**src/rtl/panel_ctrl_pkg.sv**
```systemverilog
// Shared types and command encodings for the LED panel command front end.
// Imported by every RTL module of the controller.

package panel_ctrl_pkg;

    // one command or pixel byte
    typedef logic [7:0] byte_t;

    // one plane per bit of the 6-bit green channel
    localparam int BRIGHTNESS_LEVELS = 6;

    typedef logic [BRIGHTNESS_LEVELS-1:0] brightness_t;

    // bit 0 red, bit 1 green, bit 2 blue
    typedef logic [2:0] rgb_t;

    // colour plane enables
    localparam byte_t CMD_RED_ON    = "R";
    localparam byte_t CMD_RED_OFF   = "r";
    localparam byte_t CMD_GREEN_ON  = "G";
    localparam byte_t CMD_GREEN_OFF = "g";
    localparam byte_t CMD_BLUE_ON   = "B";
    localparam byte_t CMD_BLUE_OFF  = "b";

    // brightness plane controls
    localparam byte_t CMD_PLANES_OFF = "0";
    localparam byte_t CMD_PLANES_ON  = "9";
    // digits 1..6 are offsets from this character
    localparam byte_t CMD_PLANE_BASE = "0";

    // multi-byte commands
    localparam byte_t CMD_LOAD_BRIGHTNESS = "T";
    localparam byte_t CMD_PIXEL           = "P";
    localparam byte_t CMD_BLANK           = "Z";

    typedef enum logic [1:0] {
        ST_IDLE,
        ST_BRIGHTNESS,
        ST_PIXEL,
        ST_BLANK
    } cmd_state_e;

endpackage

```
**src/rtl/panel_cmd_decoder.sv**
```systemverilog
// Command decoder: accepts bytes, runs the command FSM and holds the
// colour and brightness plane enables. Multi-byte commands go to the write engines.

`timescale 1ns/1ps

module panel_cmd_decoder import panel_ctrl_pkg::*; (
    input  logic        clk_in,
    input  logic        reset,
    input  logic        byte_valid,
    input  byte_t       byte_data,
    input  logic        pixel_done,
    input  logic        blank_done,
    output logic        byte_ready,
    output rgb_t        rgb_enable,
    output brightness_t brightness_enable,
    output logic        pixel_byte,
    output byte_t       pixel_data,
    output logic        blank_start
);

    cmd_state_e  state;
    cmd_state_e  state_d;
    rgb_t        rgb_d;
    brightness_t bright_d;

    // accepted byte, decoded in the following cycle
    byte_t       byte_q;
    logic        byte_q_valid;
    logic        accept;
    byte_t       digit;

    assign accept = byte_valid && byte_ready;

    // Z is already being decoded, so hold input off one cycle early
    assign blank_start = byte_q_valid && (state == ST_IDLE) && (byte_q == CMD_BLANK);
    assign byte_ready  = (state != ST_BLANK) && !blank_start;

    assign pixel_byte = byte_q_valid && (state == ST_PIXEL);
    assign pixel_data = byte_q;

    assign digit = byte_q - CMD_PLANE_BASE;

    always_ff @(posedge clk_in) begin
        if (accept) begin
            byte_q <= byte_data;
        end
    end

    always_comb begin
        state_d  = state;
        rgb_d    = rgb_enable;
        bright_d = brightness_enable;
        case (state)
            ST_IDLE: begin
                if (byte_q_valid) begin
                    case (byte_q)
                        CMD_RED_ON:          rgb_d[0] = 1'b1;
                        CMD_RED_OFF:         rgb_d[0] = 1'b0;
                        CMD_GREEN_ON:        rgb_d[1] = 1'b1;
                        CMD_GREEN_OFF:       rgb_d[1] = 1'b0;
                        CMD_BLUE_ON:         rgb_d[2] = 1'b1;
                        CMD_BLUE_OFF:        rgb_d[2] = 1'b0;
                        CMD_PLANES_OFF:      bright_d = '0;
                        CMD_PLANES_ON:       bright_d = '1;
                        CMD_LOAD_BRIGHTNESS: state_d = ST_BRIGHTNESS;
                        CMD_PIXEL:           state_d = ST_PIXEL;
                        CMD_BLANK:           state_d = ST_BLANK;
                        default: begin
                            // digit n toggles plane LEVELS-n, anything else is ignored
                            if (digit >= 8'd1 && digit <= BRIGHTNESS_LEVELS) begin
                                bright_d[BRIGHTNESS_LEVELS - int'(digit)] =
                                    ~brightness_enable[BRIGHTNESS_LEVELS - int'(digit)];
                            end
                        end
                    endcase
                end
            end
            ST_BRIGHTNESS: begin
                if (byte_q_valid) begin
                    bright_d = byte_q[BRIGHTNESS_LEVELS-1:0];
                    state_d  = ST_IDLE;
                end
            end
            ST_PIXEL: begin
                if (pixel_done) begin
                    state_d = ST_IDLE;
                end
            end
            ST_BLANK: begin
                if (blank_done) begin
                    state_d = ST_IDLE;
                end
            end
            default: begin
                state_d = ST_IDLE;
            end
        endcase
    end

    always_ff @(posedge clk_in or posedge reset) begin
        if (reset) begin
            state             <= ST_IDLE;
            byte_q_valid      <= 1'b0;
            rgb_enable        <= '1;
            brightness_enable <= '1;
        end else begin
            state             <= state_d;
            byte_q_valid      <= accept;
            rgb_enable        <= rgb_d;
            brightness_enable <= bright_d;
        end
    end

endmodule

```
**src/rtl/pixel_write_cmd.sv**
```systemverilog
// Pixel write engine: row, column, then two data bytes.
// The data bytes become writes to byte select 1 and 0 of that pixel.

`timescale 1ns/1ps

module pixel_write_cmd import panel_ctrl_pkg::*; #(
    parameter int ROW_BITS = 5,
    parameter int COL_BITS = 6
) (
    input  logic                       clk_in,
    input  logic                       reset,
    input  logic                       pixel_byte,
    input  byte_t                      pixel_data,
    output logic                       pixel_done,
    output logic                       pixel_we,
    output logic [ROW_BITS+COL_BITS:0] pixel_addr,
    output byte_t                      pixel_wdata
);

    // which byte of the command comes next
    logic [1:0]          byte_cnt;
    logic [ROW_BITS-1:0] row_q;
    logic [COL_BITS-1:0] col_q;

    always_ff @(posedge clk_in or posedge reset) begin
        if (reset) begin
            byte_cnt <= 2'd0;
        end else if (pixel_byte) begin
            // wraps back to 0 after the second data byte
            byte_cnt <= byte_cnt + 2'd1;
        end
    end

    always_ff @(posedge clk_in) begin
        if (pixel_byte && byte_cnt == 2'd0) begin
            row_q <= pixel_data[ROW_BITS-1:0];
        end
        if (pixel_byte && byte_cnt == 2'd1) begin
            col_q <= pixel_data[COL_BITS-1:0];
        end
    end

    // bytes 2 and 3 are data; first goes to select 1 (little-endian)
    assign pixel_we    = pixel_byte && byte_cnt[1];
    assign pixel_addr  = {row_q, col_q, ~byte_cnt[0]};
    assign pixel_wdata = pixel_data;

    assign pixel_done = pixel_byte && (byte_cnt == 2'd3);

endmodule

```
**src/rtl/panel_blank_cmd.sv**
```systemverilog
// Blank engine: sweeps every frame-buffer address once, writing zero.
// Started by a one-cycle pulse; flags its last write.

`timescale 1ns/1ps

module panel_blank_cmd import panel_ctrl_pkg::*; #(
    parameter int ROW_BITS = 5,
    parameter int COL_BITS = 6
) (
    input  logic                       clk_in,
    input  logic                       reset,
    input  logic                       blank_start,
    output logic                       blank_done,
    output logic                       blank_we,
    output logic [ROW_BITS+COL_BITS:0] blank_addr,
    output byte_t                      blank_wdata
);

    logic                       running;
    logic [ROW_BITS+COL_BITS:0] addr_q;

    always_ff @(posedge clk_in or posedge reset) begin
        if (reset) begin
            running <= 1'b0;
            addr_q  <= '0;
        end else if (blank_start) begin
            running <= 1'b1;
            addr_q  <= '0;
        end else if (running) begin
            addr_q <= addr_q + 1'b1;
            // stop after the all-ones address
            if (&addr_q) begin
                running <= 1'b0;
            end
        end
    end

    assign blank_we    = running;
    assign blank_addr  = addr_q;
    assign blank_wdata = '0;
    assign blank_done  = running && (&addr_q);

endmodule

```
**src/rtl/ram_write_port.sv**
```systemverilog
// Frame-buffer write port: takes whichever engine is requesting and
// registers it, giving a one-cycle write strobe per byte.

`timescale 1ns/1ps

module ram_write_port import panel_ctrl_pkg::*; #(
    parameter int ADDR_BITS = 12
) (
    input  logic                 clk_in,
    input  logic                 reset,
    input  logic                 pixel_we,
    input  logic [ADDR_BITS-1:0] pixel_addr,
    input  byte_t                pixel_wdata,
    input  logic                 blank_we,
    input  logic [ADDR_BITS-1:0] blank_addr,
    input  byte_t                blank_wdata,
    output logic                 ram_we,
    output logic [ADDR_BITS-1:0] ram_addr,
    output byte_t                ram_wdata
);

    always_ff @(posedge clk_in or posedge reset) begin
        if (reset) begin
            ram_we <= 1'b0;
        end else begin
            ram_we <= pixel_we || blank_we;
        end
    end

    // engines never overlap, blank just wins the mux
    always_ff @(posedge clk_in) begin
        if (blank_we) begin
            ram_addr  <= blank_addr;
            ram_wdata <= blank_wdata;
        end else if (pixel_we) begin
            ram_addr  <= pixel_addr;
            ram_wdata <= pixel_wdata;
        end
    end

endmodule

```
**src/rtl/panel_ctrl_top.sv**
```systemverilog
// Command front end of the RGB LED matrix controller.
// Takes command bytes over a valid/ready handshake and drives the frame-buffer write port.

`timescale 1ns/1ps

module panel_ctrl_top import panel_ctrl_pkg::*; #(
    parameter int ROW_BITS = 5,
    parameter int COL_BITS = 6
) (
    input  logic                       clk_in,
    input  logic                       reset,
    input  logic                       byte_valid,
    input  byte_t                      byte_data,
    output logic                       byte_ready,
    output rgb_t                       rgb_enable,
    output brightness_t                brightness_enable,
    output logic                       ram_we,
    output logic [ROW_BITS+COL_BITS:0] ram_addr,
    output byte_t                      ram_wdata
);

    // row, column, byte select
    localparam int ADDR_BITS = ROW_BITS + COL_BITS + 1;

    logic                 pixel_byte;
    byte_t                pixel_data;
    logic                 pixel_done;
    logic                 pixel_we;
    logic [ADDR_BITS-1:0] pixel_addr;
    byte_t                pixel_wdata;

    logic                 blank_start;
    logic                 blank_done;
    logic                 blank_we;
    logic [ADDR_BITS-1:0] blank_addr;
    byte_t                blank_wdata;

    panel_cmd_decoder i_decoder (
        .clk_in            (clk_in),
        .reset             (reset),
        .byte_valid        (byte_valid),
        .byte_data         (byte_data),
        .pixel_done        (pixel_done),
        .blank_done        (blank_done),
        .byte_ready        (byte_ready),
        .rgb_enable        (rgb_enable),
        .brightness_enable (brightness_enable),
        .pixel_byte        (pixel_byte),
        .pixel_data        (pixel_data),
        .blank_start       (blank_start)
    );

    pixel_write_cmd #(
        .ROW_BITS (ROW_BITS),
        .COL_BITS (COL_BITS)
    ) i_pixel (
        .clk_in      (clk_in),
        .reset       (reset),
        .pixel_byte  (pixel_byte),
        .pixel_data  (pixel_data),
        .pixel_done  (pixel_done),
        .pixel_we    (pixel_we),
        .pixel_addr  (pixel_addr),
        .pixel_wdata (pixel_wdata)
    );

    panel_blank_cmd #(
        .ROW_BITS (ROW_BITS),
        .COL_BITS (COL_BITS)
    ) i_blank (
        .clk_in      (clk_in),
        .reset       (reset),
        .blank_start (blank_start),
        .blank_done  (blank_done),
        .blank_we    (blank_we),
        .blank_addr  (blank_addr),
        .blank_wdata (blank_wdata)
    );

    ram_write_port #(
        .ADDR_BITS (ADDR_BITS)
    ) i_ram_port (
        .clk_in      (clk_in),
        .reset       (reset),
        .pixel_we    (pixel_we),
        .pixel_addr  (pixel_addr),
        .pixel_wdata (pixel_wdata),
        .blank_we    (blank_we),
        .blank_addr  (blank_addr),
        .blank_wdata (blank_wdata),
        .ram_we      (ram_we),
        .ram_addr    (ram_addr),
        .ram_wdata   (ram_wdata)
    );

endmodule

```
**config.mk**
```make
export PLATFORM = sky130hd
export DESIGN_NAME = panel_ctrl_top
export DESIGN_NICKNAME = d
export VERILOG_FILES = /design/src/rtl/panel_ctrl_pkg.sv /design/src/rtl/panel_cmd_decoder.sv /design/src/rtl/pixel_write_cmd.sv /design/src/rtl/panel_blank_cmd.sv /design/src/rtl/ram_write_port.sv /design/src/rtl/panel_ctrl_top.sv
export SDC_FILE = /design/constraint.sdc
export NUM_CORES = 1
export LEC_CHECK = 0
export BUFFER_PORTS_ARGS = -buffer_cell sky130_fd_sc_hd__buf_2
export CORE_ASPECT_RATIO = 1.1
export CORE_MARGIN = 2
export CORE_UTILIZATION = 50
export CTS_CLUSTER_SIZE = 8
export DETAILED_ROUTE_END_ITERATION = 6
export PLACE_DENSITY = 0.67
export SKIP_LAST_GASP = 1
export SYNTH_ARGS = -nofsm -noshare
export SYNTH_HDL_FRONTEND = slang
export SYNTH_SLANG_ARGS = --single-unit
```
**constraint.sdc**
```tcl
create_clock -name clk_in -period 6.7 [get_ports clk_in]
set_input_delay 1.005 -clock clk_in [delete_from_list [all_inputs] [get_ports clk_in]]
set_output_delay 1.005 -clock clk_in [all_outputs]
set_load 0.02 [all_outputs]
```
==> results.sh, run 1 <==
export IMPL_status="completed"
export IMPL_post_cts_resized=0
export IMPL_vias=2418
export IMPL_period_minus_slack_ps=4110
export IMPL_cp_end_kind="output port"
export IMPL_wl_per_cell_um=15.6
export IMPL_numCtsBuffers=9
export IMPL_h_tree_depth=3
export IMPL_worstHoldPathType="register to register"
export IMPL_swShare_pct=24.9
export IMPL_setup_tns_ps=0
export IMPL_synth_area_leader_cell="edfxtp_1"
export IMPL_grt_usage_pct=20.3
export IMPL_slew_headroom_pct=28.8
export IMPL_syn_area_um2=3380
export IMPL_p_leak_nw=1.61
export IMPL_final_max_slew_viol_count=0
export IMPL_clockPowerShare_pct=40.3
export IMPL_place_gp_congestion=0.899
export IMPL_dp_hpwl_um=4780
export IMPL_max_clock_freq_mhz=243
export IMPL_grt_overflow=0
export IMPL_setup_violations_final=0
export IMPL_pin_count=42
export IMPL_dieArea_um2=7440
export IMPL_grt_pass1_wl_um=11500
export IMPL_num_rows=31
export IMPL_cts_tree="built"
export IMPL_synthTopCellsByArea="edfxtp_1, dfrtp_1, dfstp_2, ha_1, dfxtp_1"
export IMPL_drtIter0Drc=108
export IMPL_syn_num_nets=333
export IMPL_path_clk_slew_ps=80
export IMPL_drive_gt1_share_pct=24.3
export IMPL_synth_avg_cell_area_um2=11.0
export IMPL_antenna_found_initial=0
export IMPL_p_int_w=0.000700
export IMPL_area_growth_pct=14.2
export IMPL_ys_ff_latch=67
export IMPL_power_density_nw_per_um2=242
export IMPL_cts_path_max_buffers=2
export IMPL_worst_setup_path_start_kind="register"
export IMPL_grt_pass1_vias=2430
export IMPL_syn_inst=307
export IMPL_drv_cap=0
export IMPL_drc=0
export IMPL_async_flop_share_pct=41.8
export IMPL_final_hold_viol_count=0
export IMPL_synth_seq_area_share_pct=53.3
export IMPL_wl_um=6820
export IMPL_grt_max_degree=29
export IMPL_clock_sinks=67
export IMPL_post_route_period_util_pct=61.4
export IMPL_coreArea_um2=6560
export IMPL_cts_setup_buffers=0
export IMPL_die_height_um=90.3
export IMPL_synth_distinct_cells=58
export IMPL_ys_warn_count=0
export IMPL_die_w_um=82.4
export IMPL_p_comb_share_pct=8.3
export IMPL_synthTopCellsByCount="nand2_1, edfxtp_1, nor2_1"
export IMPL_ctsHoldBuffers=0
export IMPL_via_per_inst=5.55
export IMPL_path_max_fanout=14
export IMPL_synthFlopType="edfxtp_1"
export IMPL_worst_pin_slew_ps=1070
export IMPL_power_switching_w=0.000233
export IMPL_cts_root_buf="clkbuf_8"
export IMPL_cp_data_required_time_ps=5690
export IMPL_diodes=0
export IMPL_fin_skew_ps=11.3
export IMPL_power_frac_seq_pct=51.3
export IMPL_nNetsFinal=375
export IMPL_drtPass1Iterations=4
export IMPL_portBuffers=41
export IMPL_synth_top_cell_area_share_pct=27.5
export IMPL_clk_latency_ps=340
export IMPL_power_total_w=0.000933
export IMPL_rsz0062_at_grt="false"
export IMPL_synth_edf_count=31
export IMPL_ant_nets=0
export IMPL_crit_type="register to output port"
export IMPL_start_util_pct=51.6
export IMPL_irDropWorstVdd_mv=0.152
export IMPL_yosysMostFrequentCell="nand2_1"
export IMPL_worstPathArrival_ps=3110
-- flip-flops by register name, indices dropped and copies added (netlist names), 2 cells and up --
| name | flops |
|---|---|
| i_blank.blank_addr | 12 |
| i_decoder.pixel_data | 8 |
| i_pixel.byte_cnt | 2 |
| i_pixel.row_q | 5 |
| i_ram_port.ram_wdata | 8 |
| i_ram_port.ram_addr | 12 |
| i_pixel.col_q | 6 |
| i_decoder.state | 2 |
| i_decoder.brightness_enable | 6 |
| i_decoder.rgb_enable | 3 |
-- final timing paths --
path	slack, ps	endpoint	startpoint	cells past startpoint
setup / recovery	2590	byte_ready	i_decoder.pixel_data[0]$_DFFE_PP_	7
hold / removal	450	i_ram_port.ram_wdata[0]$_SDFFE_PP0P_	i_ram_port.ram_wdata[0]$_SDFFE_PP0P_	2
setup reg to reg	3520	i_decoder.pixel_data[3]$_DFFE_PP_	i_decoder.pixel_data[0]$_DFFE_PP_	7
hold reg to reg	450	i_ram_port.ram_wdata[0]$_SDFFE_PP0P_	i_ram_port.ram_wdata[0]$_SDFFE_PP0P_	2
max in group asynchronous	5660	i_decoder.rgb_enable[0]$_DFFE_PP1P_	reset	3
min in group asynchronous	720	i_blank.blank_addr[6]$_DFFE_PP0P_	reset	3
-- final cells by class --
class	instances	area, um^2
Clock buffer	11	174
Clock inverter	5	55.1
Fill cell	541	2690
Inverter	15	56.3
Multi-Input combinational cell	214	1460
Sequential cell	67	1800
Tap cell	82	103
Timing Repair Buffer	42	213
-- cell families (layout without fill, tap and decap cells) --
| kind of cell | Yosys count | after routing | synth area share, % |
|---|---|---|---|
| simple gates | 108 | 108 | 15.8 |
| flops | 67 | 67 | 53.3 |
| compound gates | 62 | 62 | 13.0 |
| buf+inv | 26 | 73 | 3.59 |
| mux | 17 | 17 | 5.62 |
| fa+ha+maj | 15 | 15 | 5.55 |
| xor+xnor | 12 | 12 | 3.11 |
-- metrics by stage --
step	utilization (%)	setup WS (ps)	cell area, um^2	hold WS [ps]	cells
floorplan	-	3970	3380	472	307
detailed placement	55.4	2950	3630	444	420
CTS	58.9	2580	3860	455	436
finish	58.9	2590	3860	454	436
global route	58.9	2400	3860	473	436
global placement	55.4	3030	3630	442	420
-- power by group through the flow --
stage | sequential (W) | clock [W] | combinational, W
floorplan | 0.000482 | 0 | 0.0000590
global placement | 0.000486 | 0 | 0.0000758
detailed placement | 0.000487 | 0 | 0.0000776
CTS | 0.000479 | 0.000384 | 0.0000785
global route | 0.000483 | 0.000403 | 0.0000877
finish | 0.000479 | 0.000376 | 0.0000777
-- placed cells by master (no fill, tap or decap), types with 2 or more instances in the layout --
cell type,Yosys,final
nand3_1,9,9
clkbuf_16,0,2
dfxtp_1,8,8
dfstp_2,9,9
a41o_1,4,4
and2_1,5,5
o21ai_0,10,10
nor2_1,23,23
clkbuf_8,0,9
nand2b_1,3,3
mux2i_1,4,4
nand4_1,5,5
a22o_1,2,2
nor3_1,8,8
mux2_2,11,11
xnor2_1,6,6
nor4_1,2,2
buf_2,1,41
dfrtp_1,19,19
nand4b_1,2,2
a211oi_1,3,3
a21boi_0,3,3
ha_1,15,15
o21bai_1,2,2
nand2_1,37,37
inv_1,15,15
o41ai_1,2,2
xor2_1,6,6
o21ai_1,2,2
a21oi_1,19,19
edfxtp_1,31,31
or3_1,4,4
o31ai_1,4,4
-- routing by layer --
layer | vias up | wire length, um | global-route usage, %
li1 | 1191 | - | -
met4 | 0 | 87 | 9.72
met2 | 56 | 3460 | 31.0
met5 | - | 0 | 0
met3 | 8 | 258 | 3.70
met1 | 1163 | 3010 | 27.4
-- worst max-delay path: stages, from the launching register on --
cell and delay [ps]:
edfxtp_1 600, inv_1 250, ha_1 250, nand4_1 110
nor3_1 320, nor2b_1 890, a21oi_1 120, buf_2 220
Power figures use the tool's default switching activity.
==> run 2: changes to the inputs <==
==> constraint.sdc (replaced) <==
create_clock -name clk_in -period 4.2 [get_ports clk_in]
set_input_delay 0.63 -clock clk_in [delete_from_list [all_inputs] [get_ports clk_in]]
set_output_delay 0.63 -clock clk_in [all_outputs]
set_load 0.02 [all_outputs]
==> run 2 against run 1 <==
Worst setup slack got worse by 1600 ps. Final cell count increased by 0.23%. Combinational power increased by 57%. Non-clock buffer count increased by 1. Critical path depth increased by 1. Cell area decreased by 1.1%. Sequential cell count unchanged. Routed wire length decreased by 1.4%. Clock power increased by 28%. Largest power group unchanged.
==> results.sh, run 2 (synthesized netlist as in run 1, its figures left out) <==
export IMPL_hold_ws_ps=346
export IMPL_diodes=0
export IMPL_wl_per_cell_um=15.4
export IMPL_final_cell_mix="buf_2, nand2_1, edfxtp_1"
export IMPL_reg2reg_slack_ps=1460
export IMPL_power_switching_w=0.000367
export IMPL_dp_hpwl_um=4700
export IMPL_start_util_pct=51.6
export IMPL_dieArea_um2=7440
export IMPL_power_density_nw_per_um2=358
export IMPL_period_minus_slack_ps=3180
export IMPL_grt_overflow=0
export IMPL_swShare_pct=26.8
export IMPL_fin_cells=437
export IMPL_die_w_um=82.4
export IMPL_cp_data_required_time_ps=3570
export IMPL_power_frac_seq_pct=55.9
export IMPL_fin_skew_ps=6.95
export IMPL_r2r_start="i_decoder.pixel_data[0]$_DFFE_PP_"
export IMPL_dp_cells=421
export IMPL_cts_path_max_buffers=2
export IMPL_path_max_fanout=14
export IMPL_grt_pass1_vias=2351
export IMPL_h_tree_depth=3
export IMPL_cts_root_buf="clkbuf_8"
export IMPL_drive_gt1_share_pct=24.8
export IMPL_placed_area_um2=3640
export IMPL_worst_pin_slew_ps=1030
export IMPL_drtIter0Drc=109
export IMPL_area_growth_pct=12.9
export IMPL_numCtsBuffers=9
export IMPL_path_clk_slew_ps=80
export IMPL_clk_latency_ps=340
export IMPL_drc=0
export IMPL_worstHoldPathType="input pin to asynchronous set/reset pin"
export IMPL_ctsHoldBuffers=0
export IMPL_worst_setup_path_start_kind="register"
export IMPL_ant_nets=0
export IMPL_wl_um=6720
export IMPL_post_route_period_util_pct=75.8
export IMPL_cts_setup_buffers=0
export IMPL_grt_pass1_wl_um=11300
export IMPL_antenna_found_initial=0
export IMPL_cts_tree="built"
export IMPL_irDropWorstVdd_mv=0.272
export IMPL_worstSetupStartpoint="i_decoder.pixel_data[0]$_DFFE_PP_"
export IMPL_die_height_um=90.3
export IMPL_clock_sinks=67
export IMPL_pin_count=42
export IMPL_p_leak_nw=1.59
export IMPL_final_hold_viol_count=0
export IMPL_clockPowerShare_pct=35.2
export IMPL_final_area_um2=3820
export IMPL_nNetsFinal=376
export IMPL_crit_type="register to output port"
export IMPL_max_clock_freq_mhz=314
export IMPL_final_max_slew_viol_count=0
export IMPL_via_per_inst=5.47
export IMPL_vias=2389
export IMPL_final_common_cell="buf_2"
export IMPL_grt_usage_pct=20.1
export IMPL_num_rows=31
export IMPL_cp_end_kind="output port"
export IMPL_p_int_w=0.00100
export IMPL_p_comb_share_pct=8.9
export IMPL_status="completed"
export IMPL_nFillCells=560
export IMPL_drv_cap=0
export IMPL_rsz0062_at_grt="false"
export IMPL_setup_violations_final=0
export IMPL_coreArea_um2=6560
export IMPL_portBuffers=41
export IMPL_worstPathArrival_ps=2550
export IMPL_drtPass1Iterations=4
export IMPL_place_gp_congestion=0.846
export IMPL_grt_max_degree=29
export IMPL_setup_tns_ps=0
export IMPL_slew_headroom_pct=31.6
export IMPL_post_cts_resized=0
## run 2: cell count changes in the layout (fill, tap and decap cells not counted)
cell / previous run / this run
clkbuf_16: 2 / 0
clkbuf_8: 9 / 10
clkinv_4: 0 / 1
clkinv_2: 1 / 3
clkinv_1: 1 / 0
buf_4: 1 / 2
bufinv_16: 1 / 0
## run 2: worst paths after layout
| kind | cells after the start | end |
|---|---|---|
| worst max-delay path | 8 | byte_ready |
| worst min-delay path | 3 | i_blank.blank_addr[8]$_DFFE_PP0P_ |
| worst max register to register | 8 | i_decoder.brightness_enable[3]$_DFFE_PP1P_ |
| worst min register to register | 2 | i_ram_port.ram_wdata[6]$_SDFFE_PP0P_ |
| max in group asynchronous | 3 | i_decoder.rgb_enable[0]$_DFFE_PP1P_ |
| min in group clk_in | 2 | i_ram_port.ram_wdata[6]$_SDFFE_PP0P_ |
## run 2: worst max-delay path, cell delays in order, from the launching register on
cell      delay (ps)
edfxtp_1         620
inv_1            260
ha_1             250
nand4_1          110
nor3_1           320
nor2b_1          180
buf_4            210
a21oi_1           80
buf_2            170
## run 2: per-stage QoR
step / setup slack, ps / total power [W] / utilization [%]
final: 1020 / 0.00137 / 58.2
after global routing: 824 / 0.00143 / 58.2
after CTS: 1020 / 0.00138 / 58.2
after detailed placement: 1400 / 0.000901 / 55.5
after global placement: 1480 / 0.000896 / 55.5
after floorplan: 1840 / 0.000862 / -
## run 2: area by class of cell
| type | instances | area, um^2 | area share (%) |
|---|---|---|---|
| Clock buffer | 10 | 138 | 3.61 |
| Clock inverter | 6 | 40.0 | 1.05 |
| Inverter | 15 | 56.3 | 1.47 |
| Multi-Input combinational cell | 214 | 1460 | 38.2 |
| Sequential cell | 67 | 1800 | 47.2 |
| Tap cell | 82 | 103 | 2.69 |
| Timing Repair Buffer | 43 | 220 | 5.77 |
## run 2: per-layer routing
layer	wire length (um)	up-vias	global-route usage, %
met1	3020	1138	26.3
met4	148	0	9.31
met5	0	-	0
met2	3320	52	31.1
li1	-	1188	-
met3	239	11	4.70
## run 2: power groups by stage
stage	clock, W	combinational [W]	sequential, W
finish	0.000482	0.000122	0.000765
global placement	0	0.000119	0.000776
detailed placement	0	0.000123	0.000778
CTS	0.000494	0.000124	0.000764
floorplan	0	0.0000941	0.000768
global route	0.000524	0.000140	0.000770
